--- config.mk ---
export PLATFORM = sky130hd
export DESIGN_NAME = emu_stim_top
export DESIGN_NICKNAME = d
export VERILOG_FILES = /design/src/hw/emu_pkg.sv /design/src/hw/prbs_pkg.sv /design/src/hw/cfg_port.sv /design/src/hw/emu_stim_top.sv /design/src/hw/prbs_generator.sv /design/src/hw/prbs_lane_bank.sv /design/src/hw/prbs_lockstep_checker.sv
export SDC_FILE = /design/constraint.sdc
export NUM_CORES = 2
export LEC_CHECK = 0
export BUFFER_PORTS_ARGS = -buffer_cell sky130_fd_sc_hd__clkbuf_2
export CAP_MARGIN = 20
export CORE_ASPECT_RATIO = 1.25
export CORE_MARGIN = 8
export CORE_UTILIZATION = 60
export DETAILED_ROUTE_END_ITERATION = 8
export GPL_TIMING_DRIVEN = 1
export PLACE_DENSITY = 0.83
export SETUP_SLACK_MARGIN = 0.1
export SLEW_MARGIN = 0
export SYNTH_ARGS = -nofsm -noshare
export SYNTH_HDL_FRONTEND = slang
export SYNTH_SLANG_ARGS = --single-unit
--- constraint.sdc ---
create_clock -name emu_clk -period 9 [get_ports emu_clk]
set_clock_uncertainty 0.05 [all_clocks]
set_input_delay 0.9 -clock emu_clk [delete_from_list [all_inputs] [get_ports emu_clk]]
set_output_delay 0.9 -clock emu_clk [all_outputs]
set_load 0.01 [all_outputs]
--- src/hw/emu_pkg.sv ---
package emu_pkg;

    //////////////////////////////////////////////////
    // Configuration port types
    //////////////////////////////////////////////////

    typedef logic [1:0]  cfg_addr_t;
    typedef logic [31:0] cfg_data_t;

    // Error and step counters
    typedef logic [31:0] count_t;

    //////////////////////////////////////////////////
    // Register map
    //////////////////////////////////////////////////

    localparam cfg_addr_t ADDR_EQN   = 2'd0;
    // Bit 0 run, bit 1 inject
    localparam cfg_addr_t ADDR_CTRL  = 2'd1;
    // Read error count, write clears it
    localparam cfg_addr_t ADDR_ERRS  = 2'd2;
    localparam cfg_addr_t ADDR_STEPS = 2'd3;

    //////////////////////////////////////////////////
    // Handshake FSM
    //////////////////////////////////////////////////

    typedef enum logic [1:0] {
        IDLE,
        ACK,
        WAIT_LOW
    } cfg_state_t;

endpackage

--- src/hw/prbs_pkg.sv ---
package prbs_pkg;

    //////////////////////////////////////////////////
    // LFSR geometry
    //////////////////////////////////////////////////

    // Length of every lane's shift register
    localparam int N_PRBS = 32;

    // Raw LFSR contents, bit N_PRBS-1 is the output bit
    typedef logic [N_PRBS-1:0] prbs_state_t;

    // Feedback mask, bit k set means state bit k enters the parity
    typedef logic [N_PRBS-1:0] prbs_eqn_t;

    //////////////////////////////////////////////////
    // Default equation
    //////////////////////////////////////////////////

    // x^31 + x^28 + 1, taps on state bits 30 and 27
    localparam prbs_eqn_t PRBS_EQN_DEFAULT = prbs_eqn_t'(32'h4800_0000);

endpackage

--- src/hw/cfg_port.sv ---
`timescale 1ns/1ps

module cfg_port import emu_pkg::*, prbs_pkg::*; (
    input  logic      emu_clk,
    input  logic      emu_rst,

    // Four-phase request side
    input  logic      cfg_req_i,
    input  logic      cfg_we_i,
    input  cfg_addr_t cfg_addr_i,
    input  cfg_data_t cfg_wdata_i,
    output logic      cfg_ack_o,
    output cfg_data_t cfg_rdata_o,

    // Counter readback
    input  count_t    err_count_i,
    input  count_t    step_count_i,

    // Control out to bank and checker
    output logic      run_o,
    output prbs_eqn_t eqn_o,
    output logic      inject_o,
    output logic      err_clr_o
);

    cfg_state_t state;
    logic       accept;
    cfg_data_t  rd_mux;

    //////////////////////////////////////////////////
    // Handshake FSM
    //////////////////////////////////////////////////

    // Access happens on the edge that raises the acknowledge
    assign accept = (state == IDLE) && cfg_req_i;

    always_ff @(posedge emu_clk) begin
        if (emu_rst) begin
            state <= IDLE;
        end else begin
            case (state)
                IDLE: begin
                    if (cfg_req_i) begin
                        state <= ACK;
                    end
                end
                ACK: begin
                    // Request may already be gone after one cycle
                    state <= cfg_req_i ? WAIT_LOW : IDLE;
                end
                WAIT_LOW: begin
                    if (!cfg_req_i) begin
                        state <= IDLE;
                    end
                end
                default: begin
                    state <= IDLE;
                end
            endcase
        end
    end

    assign cfg_ack_o = (state != IDLE);

    //////////////////////////////////////////////////
    // Read path
    //////////////////////////////////////////////////

    always_comb begin
        case (cfg_addr_i)
            ADDR_EQN:   rd_mux = cfg_data_t'(eqn_o);
            ADDR_CTRL:  rd_mux = {31'd0, run_o};
            ADDR_ERRS:  rd_mux = cfg_data_t'(err_count_i);
            default:    rd_mux = cfg_data_t'(step_count_i);
        endcase
    end

    // Held for the whole acknowledge phase
    always_ff @(posedge emu_clk) begin
        if (accept && !cfg_we_i) begin
            cfg_rdata_o <= rd_mux;
        end
    end

    //////////////////////////////////////////////////
    // Write path
    //////////////////////////////////////////////////

    always_ff @(posedge emu_clk) begin
        if (emu_rst) begin
            run_o     <= 1'b0;
            eqn_o     <= PRBS_EQN_DEFAULT;
            inject_o  <= 1'b0;
            err_clr_o <= 1'b0;
        end else begin
            // Pulses default low
            inject_o  <= 1'b0;
            err_clr_o <= 1'b0;
            if (accept && cfg_we_i) begin
                case (cfg_addr_i)
                    ADDR_EQN: begin
                        // Equation is locked while running
                        if (!run_o) begin
                            eqn_o <= prbs_eqn_t'(cfg_wdata_i);
                        end
                    end
                    ADDR_CTRL: begin
                        run_o    <= cfg_wdata_i[0];
                        inject_o <= cfg_wdata_i[1];
                    end
                    ADDR_ERRS: begin
                        err_clr_o <= 1'b1;
                    end
                    default: begin
                        // Step count is read only
                    end
                endcase
            end
        end
    end

endmodule

--- src/hw/emu_stim_top.sv ---
`timescale 1ns/1ps

module emu_stim_top import emu_pkg::*, prbs_pkg::*; #(
    parameter int NTI        = 16,
    parameter int NUM_CHUNKS = 4
) (
    input  logic           emu_clk,
    input  logic           emu_rst,

    input  logic           cfg_req_i,
    input  logic           cfg_we_i,
    input  cfg_addr_t      cfg_addr_i,
    input  cfg_data_t      cfg_wdata_i,
    output logic           cfg_ack_o,
    output cfg_data_t      cfg_rdata_o,

    output logic [NTI-1:0] rx_data_o,
    output logic           rx_valid_o
);

    logic      run;
    prbs_eqn_t eqn;
    logic      inject_pulse;
    logic      err_clr;
    count_t    err_count;
    count_t    step_count;

    //////////////////////////////////////////////////
    // Register port
    //////////////////////////////////////////////////

    cfg_port u_cfg (
        .emu_clk      (emu_clk),
        .emu_rst      (emu_rst),
        .cfg_req_i    (cfg_req_i),
        .cfg_we_i     (cfg_we_i),
        .cfg_addr_i   (cfg_addr_i),
        .cfg_wdata_i  (cfg_wdata_i),
        .cfg_ack_o    (cfg_ack_o),
        .cfg_rdata_o  (cfg_rdata_o),
        .err_count_i  (err_count),
        .step_count_i (step_count),
        .run_o        (run),
        .eqn_o        (eqn),
        .inject_o     (inject_pulse),
        .err_clr_o    (err_clr)
    );

    //////////////////////////////////////////////////
    // Stimulus and checking
    //////////////////////////////////////////////////

    prbs_lane_bank #(
        .NTI        (NTI),
        .NUM_CHUNKS (NUM_CHUNKS)
    ) u_bank (
        .emu_clk    (emu_clk),
        .emu_rst    (emu_rst),
        .run_i      (run),
        .eqn_i      (eqn),
        .inject_i   (inject_pulse),
        .rx_data_o  (rx_data_o),
        .rx_valid_o (rx_valid_o)
    );

    prbs_lockstep_checker #(
        .NTI (NTI)
    ) u_check (
        .emu_clk      (emu_clk),
        .emu_rst      (emu_rst),
        .run_i        (run),
        .eqn_i        (eqn),
        .rx_data_i    (rx_data_o),
        .rx_valid_i   (rx_valid_o),
        .err_clr_i    (err_clr),
        .err_count_o  (err_count),
        .step_count_o (step_count)
    );

endmodule

--- src/hw/prbs_generator.sv ---
`timescale 1ns/1ps

module prbs_generator import prbs_pkg::*; (
    input  logic        emu_clk,
    input  logic        emu_rst,
    input  logic        cke_i,
    input  logic        reseed_i,
    input  prbs_state_t seed_i,
    input  prbs_eqn_t   eqn_i,
    input  logic        inj_err_i,
    output logic        bit_o
);

    //////////////////////////////////////////////////
    // Shift register
    //////////////////////////////////////////////////

    prbs_state_t state;
    logic        feedback;

    // Parity over the tapped bits
    assign feedback = ^(state & eqn_i);

    always_ff @(posedge emu_clk) begin
        if (emu_rst) begin
            state <= seed_i;
        end else if (reseed_i) begin
            // Reseed wins over a step
            state <= seed_i;
        end else if (cke_i) begin
            state <= {state[N_PRBS-2:0], feedback};
        end
    end

    //////////////////////////////////////////////////
    // Output
    //////////////////////////////////////////////////

    // Injection flips only the output, the sequence itself continues
    assign bit_o = state[N_PRBS-1] ^ inj_err_i;

endmodule

--- src/hw/prbs_lane_bank.sv ---
`timescale 1ns/1ps

module prbs_lane_bank import prbs_pkg::*; #(
    parameter int NTI        = 16,
    parameter int NUM_CHUNKS = 4
) (
    input  logic           emu_clk,
    input  logic           emu_rst,
    input  logic           run_i,
    input  prbs_eqn_t      eqn_i,
    input  logic           inject_i,
    output logic [NTI-1:0] rx_data_o,
    output logic           rx_valid_o
);

    localparam int CNT_W = $clog2(NUM_CHUNKS + 2);

    typedef logic [CNT_W-1:0] cnt_t;
    typedef logic [NTI-1:0]   rx_word_t;

    localparam cnt_t CNT_LAST = cnt_t'(NUM_CHUNKS + 1);

    cnt_t      counter;
    logic      prbs_cke;
    logic      valid_q;
    logic      inj_pend;
    logic      inj_active;
    prbs_eqn_t eqn_q;
    rx_word_t  lane_bits;

    //////////////////////////////////////////////////
    // Cadence counter
    //////////////////////////////////////////////////

    assign prbs_cke = run_i && (counter == CNT_LAST);

    always_ff @(posedge emu_clk) begin
        if (emu_rst || !run_i) begin
            counter <= '0;
        end else if (counter == CNT_LAST) begin
            counter <= '0;
        end else begin
            counter <= counter + cnt_t'(1);
        end
    end

    // Strobe follows the step by one clock
    always_ff @(posedge emu_clk) begin
        if (emu_rst) begin
            valid_q <= 1'b0;
        end else begin
            valid_q <= prbs_cke;
        end
    end

    // A step taken just as run drops is not presented
    assign rx_valid_o = valid_q & run_i;

    // Equation only follows the register while stopped
    always_ff @(posedge emu_clk) begin
        if (!run_i) begin
            eqn_q <= eqn_i;
        end
    end

    //////////////////////////////////////////////////
    // Error injection
    //////////////////////////////////////////////////

    // Request waits for the next step, then covers that one word
    always_ff @(posedge emu_clk) begin
        if (emu_rst) begin
            inj_pend   <= 1'b0;
            inj_active <= 1'b0;
        end else if (prbs_cke) begin
            inj_pend   <= 1'b0;
            inj_active <= inj_pend | inject_i;
        end else begin
            inj_pend <= inj_pend | inject_i;
        end
    end

    //////////////////////////////////////////////////
    // Lanes
    //////////////////////////////////////////////////

    for (genvar i = 0; i < NTI; i++) begin : g_lane
        prbs_generator u_gen (
            .emu_clk   (emu_clk),
            .emu_rst   (emu_rst),
            .cke_i     (prbs_cke),
            .reseed_i  (!run_i),
            .seed_i    (prbs_state_t'(i + 1)),
            .eqn_i     (eqn_q),
            .inj_err_i ((i == 0) ? inj_active : 1'b0),
            .bit_o     (lane_bits[i])
        );
    end

    assign rx_data_o = lane_bits;

endmodule

--- src/hw/prbs_lockstep_checker.sv ---
`timescale 1ns/1ps

module prbs_lockstep_checker import emu_pkg::*, prbs_pkg::*; #(
    parameter int NTI = 16
) (
    input  logic           emu_clk,
    input  logic           emu_rst,
    input  logic           run_i,
    input  prbs_eqn_t      eqn_i,
    input  logic [NTI-1:0] rx_data_i,
    input  logic           rx_valid_i,
    input  logic           err_clr_i,
    output count_t         err_count_o,
    output count_t         step_count_o
);

    typedef logic [NTI-1:0] rx_word_t;

    prbs_eqn_t eqn_q;
    rx_word_t  expected;
    rx_word_t  word_q;
    rx_word_t  diff;
    logic      cmp_q;
    logic      run_q;
    count_t    mism_bits;

    //////////////////////////////////////////////////
    // Reference generators
    //////////////////////////////////////////////////

    always_ff @(posedge emu_clk) begin
        if (!run_i) begin
            eqn_q <= eqn_i;
        end
    end

    // Stepping on the strobe keeps these one step behind the bank,
    // so they show the expected word the clock after valid
    for (genvar i = 0; i < NTI; i++) begin : g_ref
        prbs_generator u_ref (
            .emu_clk   (emu_clk),
            .emu_rst   (emu_rst),
            .cke_i     (rx_valid_i),
            .reseed_i  (!run_i),
            .seed_i    (prbs_state_t'(i + 1)),
            .eqn_i     (eqn_q),
            .inj_err_i (1'b0),
            .bit_o     (expected[i])
        );
    end

    //////////////////////////////////////////////////
    // Capture and compare
    //////////////////////////////////////////////////

    // Received word, sampled on the strobe
    always_ff @(posedge emu_clk) begin
        if (rx_valid_i) begin
            word_q <= rx_data_i;
        end
    end

    always_ff @(posedge emu_clk) begin
        if (emu_rst) begin
            cmp_q <= 1'b0;
            run_q <= 1'b0;
        end else begin
            cmp_q <= rx_valid_i;
            run_q <= run_i;
        end
    end

    assign diff = word_q ^ expected;

    // Population count of the mismatch vector
    always_comb begin
        mism_bits = '0;
        for (int i = 0; i < NTI; i++) begin
            mism_bits = mism_bits + count_t'(diff[i]);
        end
    end

    //////////////////////////////////////////////////
    // Counters
    //////////////////////////////////////////////////

    always_ff @(posedge emu_clk) begin
        if (emu_rst || err_clr_i) begin
            err_count_o <= '0;
        end else if (cmp_q) begin
            err_count_o <= err_count_o + mism_bits;
        end
    end

    // Step count restarts with each run
    always_ff @(posedge emu_clk) begin
        if (emu_rst || (run_i && !run_q)) begin
            step_count_o <= '0;
        end else if (cmp_q) begin
            step_count_o <= step_count_o + count_t'(1);
        end
    end

endmodule

==> PnR_summary.wiki <==
{| class="wikitable"
! Metric !! Value
|-
| Final Slew Violations || 0
|-
| Critical path launch point type || flip-flop
|-
| GR Util met1 || 0.3403
|-
| Std cell rows || 125
|-
| Core outline area || 0.09306 mm²
|-
| Cell with the most instances after synthesis || nand2_1
|-
| Growth of design area from synthesis to finish || 8.568%
|-
| Share of async-settable or async-resettable flops after synthesis || 0
|-
| Final ANT Viol Nets || 0
|-
| Post-synth top area cell || dfxtp_1
|-
| Area after DPL || roughly 0.057 mm²
|-
| Delay of the slowest cell on the worst path || ~0.55 ns
|-
| Htree depth || 3
|-
| Most repeated library cell on the critical path || fa_1
|-
| VDD IR max || 153.2 µV
|-
| Final hold violation count || 0
|-
| Total of max-cap violations || 0
|-
| Share of synthesized area occupied by flip-flops and latches || 0.4453
|-
| Cells traversed along the worst timing path || xor2_1, ha_1, fa_1, fa_1, fa_1, fa_1, ha_1, inv_1, fa_1, nor2b_1, o21ai_1, a21boi_1, o21ai_1, buf_4, a2111oi_1, xnor2_1, nor2_1
|-
| Maximum count of clock buffers along a single path || 3
|-
| Cell count after synthesis || 6733
|-
| Most common library cells after synthesis || nand2_1 (2152), dfxtp_1 (1133), xnor2_1 (799)
|-
| Avg Synthesized Cell Area || 8.366 µm²
|-
| Critical Path End Type || flip-flop
|-
| TritonCTS clock tree || done
|-
| Gpl congestion || 0.8464
|-
| Number of buffers created by CTS || 114
|-
| Via count of the first global-routing pass || between 40000 and 50000
|-
| Flip-flop and latch count after synthesis || between 1000 and 1500
|-
| Average via count per standard cell || 5.754
|-
| Clock slew seen by the registers of the worst setup and hold paths || 0.07 ns
|-
| CTS root buf || clkbuf_16
|-
| Mapped Area || 0.05633 mm²
|-
| Max Fanout on Critical Path || 13
|-
| Post-layout min period || about 5.2 ns
|-
| # IOs || 88
|-
| Summed negative setup slack over all endpoints || 0 ns
|-
| Worst-Skew Late Latency || 0.69 ns
|-
| Met3 Usage GRT || 0.04600
|-
| Predominant post-synthesis flop cell || dfxtp_1
|-
| Post-CTS Resized || 0
|-
| Data arrival time of the worst path || 5.67 ns
|-
| Met2 track demand over resource || 0.4824
|-
| Count of different cell masters after synthesis || 47
|-
| Count of hold-fix buffers inserted at cts || 0
|-
| Overall die width || approximately 290 µm
|-
| Global-route wire length before repair || 239500 µm
|-
| Crit path required time || 9.50 ns
|-
| Max Clock Freq || 193.7 MHz
|-
| Yosys synthesis warning count || 0
|-
| Slowest stage cell on the critical path || fa_1
|-
| Postcts setup bufs || 0
|-
| Ratio of cells with drive above 1 in the final layout || 0.05881
|-
| Final WS setup || 3.839 ns
|-
| RSZ-0062 raised after global routing || no
|-
| Classification of the worst setup path || flip-flop to flip-flop
|-
| Most heavily used metal layer in global routing || met2
|-
| Tot Pwr || 0.01101 W
|-
| Top-area cell type share of the netlist area || 0.4027
|-
| Largest net degree at the start of global routing || 243
|-
| Slew at the pin closest to its max-slew limit || 1.309 ns
|-
| Total die area || 0.1040 mm²
|-
| Starting density of the core || 0.6053
|-
| Starting DRC count in detailed routing || 4972
|-
| Total power per unit cell area || 180.0 mW/mm²
|-
| Number of optimization iterations in the first detailed-route pass || 8
|-
| Static leakage || 17.54 nW
|-
| Count of clock tree sinks || 1213
|-
| Final setup violation count || 0
|-
| Worst slew margin relative to its limit || 0.1274
|-
| Total overflow reported by the global router || 0
|-
| Final std cell area, no fill || 0.06115 mm²
|-
| Pre-CTS setup slack || roughly 3.9 ns
|-
| Number of flops mapped to enable cells by yosys || 80
|-
| Hold slack || between 0.3 and 0.4 ns
|-
| Status || complete, no violations
|-
| Worst hold-check path type || input port to flip-flop
|-
| Number of nets at the end of the flow || between 6000 and 7000
|-
| Antenna violations before repair || 2
|-
| Net count of the mapped netlist || between 6000 and 7000
|-
| Total via count after detailed routing || 45310
|-
| Ratio of final minimum period to clock period || 0.5735
|-
| Detailed Route WL || 156100 µm
|-
| Count of input and output buffers || 87
|-
| Count of unresolved DRC violations after routing || 0
|-
| Top area cells in the synthesized netlist || dfxtp_1 (40%), nand2_1 (14%), xnor2_1 (12%)
|-
| Routed wire per std cell || around 20 µm
|-
| Global-route usage over all layers || 0.2870
|-
| Y dimension of the die || around 360 µm
|-
| DP Wirelength || 87180 µm
|}
[cells by family (layout without fill, tap and decap cells)]
| logic type | after synthesis | after routing | synth area share |
|---|---|---|---|
| other cells | 0 | 3 | 0 |
| buf+inv | 467 | 399 | 0.03630 |
| xor+xnor | 1058 | 1058 | 0.1645 |
| mux | 532 | 532 | 0.09540 |
| simple gates | 2793 | 2793 | 0.1902 |
| compound gates | 641 | 641 | 0.06035 |
| fa+ha+maj | 29 | 29 | 0.007908 |
| flops | 1213 | 1213 | 0.4453 |
[final cells by class]
cell class,count,area [µm²]
clock buffer,155,3303
multi-input combinational,5053,29230
inverter,34,128.9
tap,1206,1509
antenna,3,7.507
timing repair buffer,156,1049
clock inverter,54,837.1
fill,6979,31900
sequential,1213,25090
[report_power, final]
| part | leakage, nW | total, W | internal, W | switching (W) |
|---|---|---|---|---|
| clock | 2.02 | 0.00530 | 0.00317 | 0.00213 |
| combinational | 5.60 | 0.000254 | 0.0000595 | 0.000195 |
| sequential | 9.92 | 0.00546 | 0.00543 | 0.0000221 |
| total | 17.5 | 0.0110 | 0.00866 | 0.00235 |
[cell usage in the layout, fill, tap and decap left out, drive strengths merged, types with 40 or more instances in the layout]
cell type,instances
xnor2,799
buf,69
mux2i,502
a21oi,547
xor2,259
nor2,538
nand3,40
o21ai,42
dfxtp,1133
nand2,2152
clkbuf,242
edfxtp,80
[registers in the layout (all words and copies together) (netlist names)]
signal,flops
u_cfg.state,2
u_bank.inj_pend,1
u_check.step_count_o,32
u_bank.valid_q,1
u_cfg.run_o,1
u_cfg.inject_o,1
u_bank.inj_active,1
u_cfg.cfg_rdata_o,32
u_check.eqn_q,32
u_check.run_q,1
u_check.g_ref.u_ref.state,512
u_bank.g_lane.u_gen.state,512
u_check.word_q,16
u_check.err_count_o,32
u_cfg.err_clr_o,1
u_bank.counter,3
u_cfg.eqn_o,32
u_check.cmp_q,1
[critical path: cells and delay by family, from the launching register on]
kind	cells	cell delay, ns
flops	1	0.37
fa+ha+maj	7	2.96
compound gates	4	0.88
simple gates	2	0.20
xor+xnor	2	0.33
buf+inv	2	0.26
[per-stage QoR]
| stage | util | cells |
|---|---|---|
| 2_1_floorplan | - | 6733 |
| 3_3_place_gp | 0.6122 | 7660 |
| 3_5_place_dp | 0.6126 | 7662 |
| 4_1_cts | 0.6571 | 7871 |
| 5_1_grt | 0.6571 | 7871 |
| 6_report | 0.6572 | 7874 |
[metal layers]
layer  share of wire  vias up  routed length (µm)
li1                -    21100                   -
met1            0.38    21620               58830
met2            0.47     1987               72840
met3           0.086      597               13420
met4           0.071        2               11010
met5        0.000070        -                  11
[worst paths after layout]
| kind | start | to | slack (ns) | cells past startpoint |
|---|---|---|---|---|
| max reg2reg | u_check.word_q[1]$_DFFE_PP_ | u_check.err_count_o[22]$_SDFFE_PP0P_ | 3.84 | 17 |
| min reg2reg | u_bank.g_lane[14].u_gen.state[27]$_SDFFE_PP0P_ | u_bank.g_lane[14].u_gen.state[28]$_SDFFE_PP0P_ | 0.41 | 2 |
| min | cfg_wdata_i[7] | u_cfg.eqn_o[7]$_SDFFE_PP0P_ | 0.38 | 3 |
| max | u_check.word_q[1]$_DFFE_PP_ | u_check.err_count_o[22]$_SDFFE_PP0P_ | 3.84 | 17 |
Power figures use the tool's default switching activity.
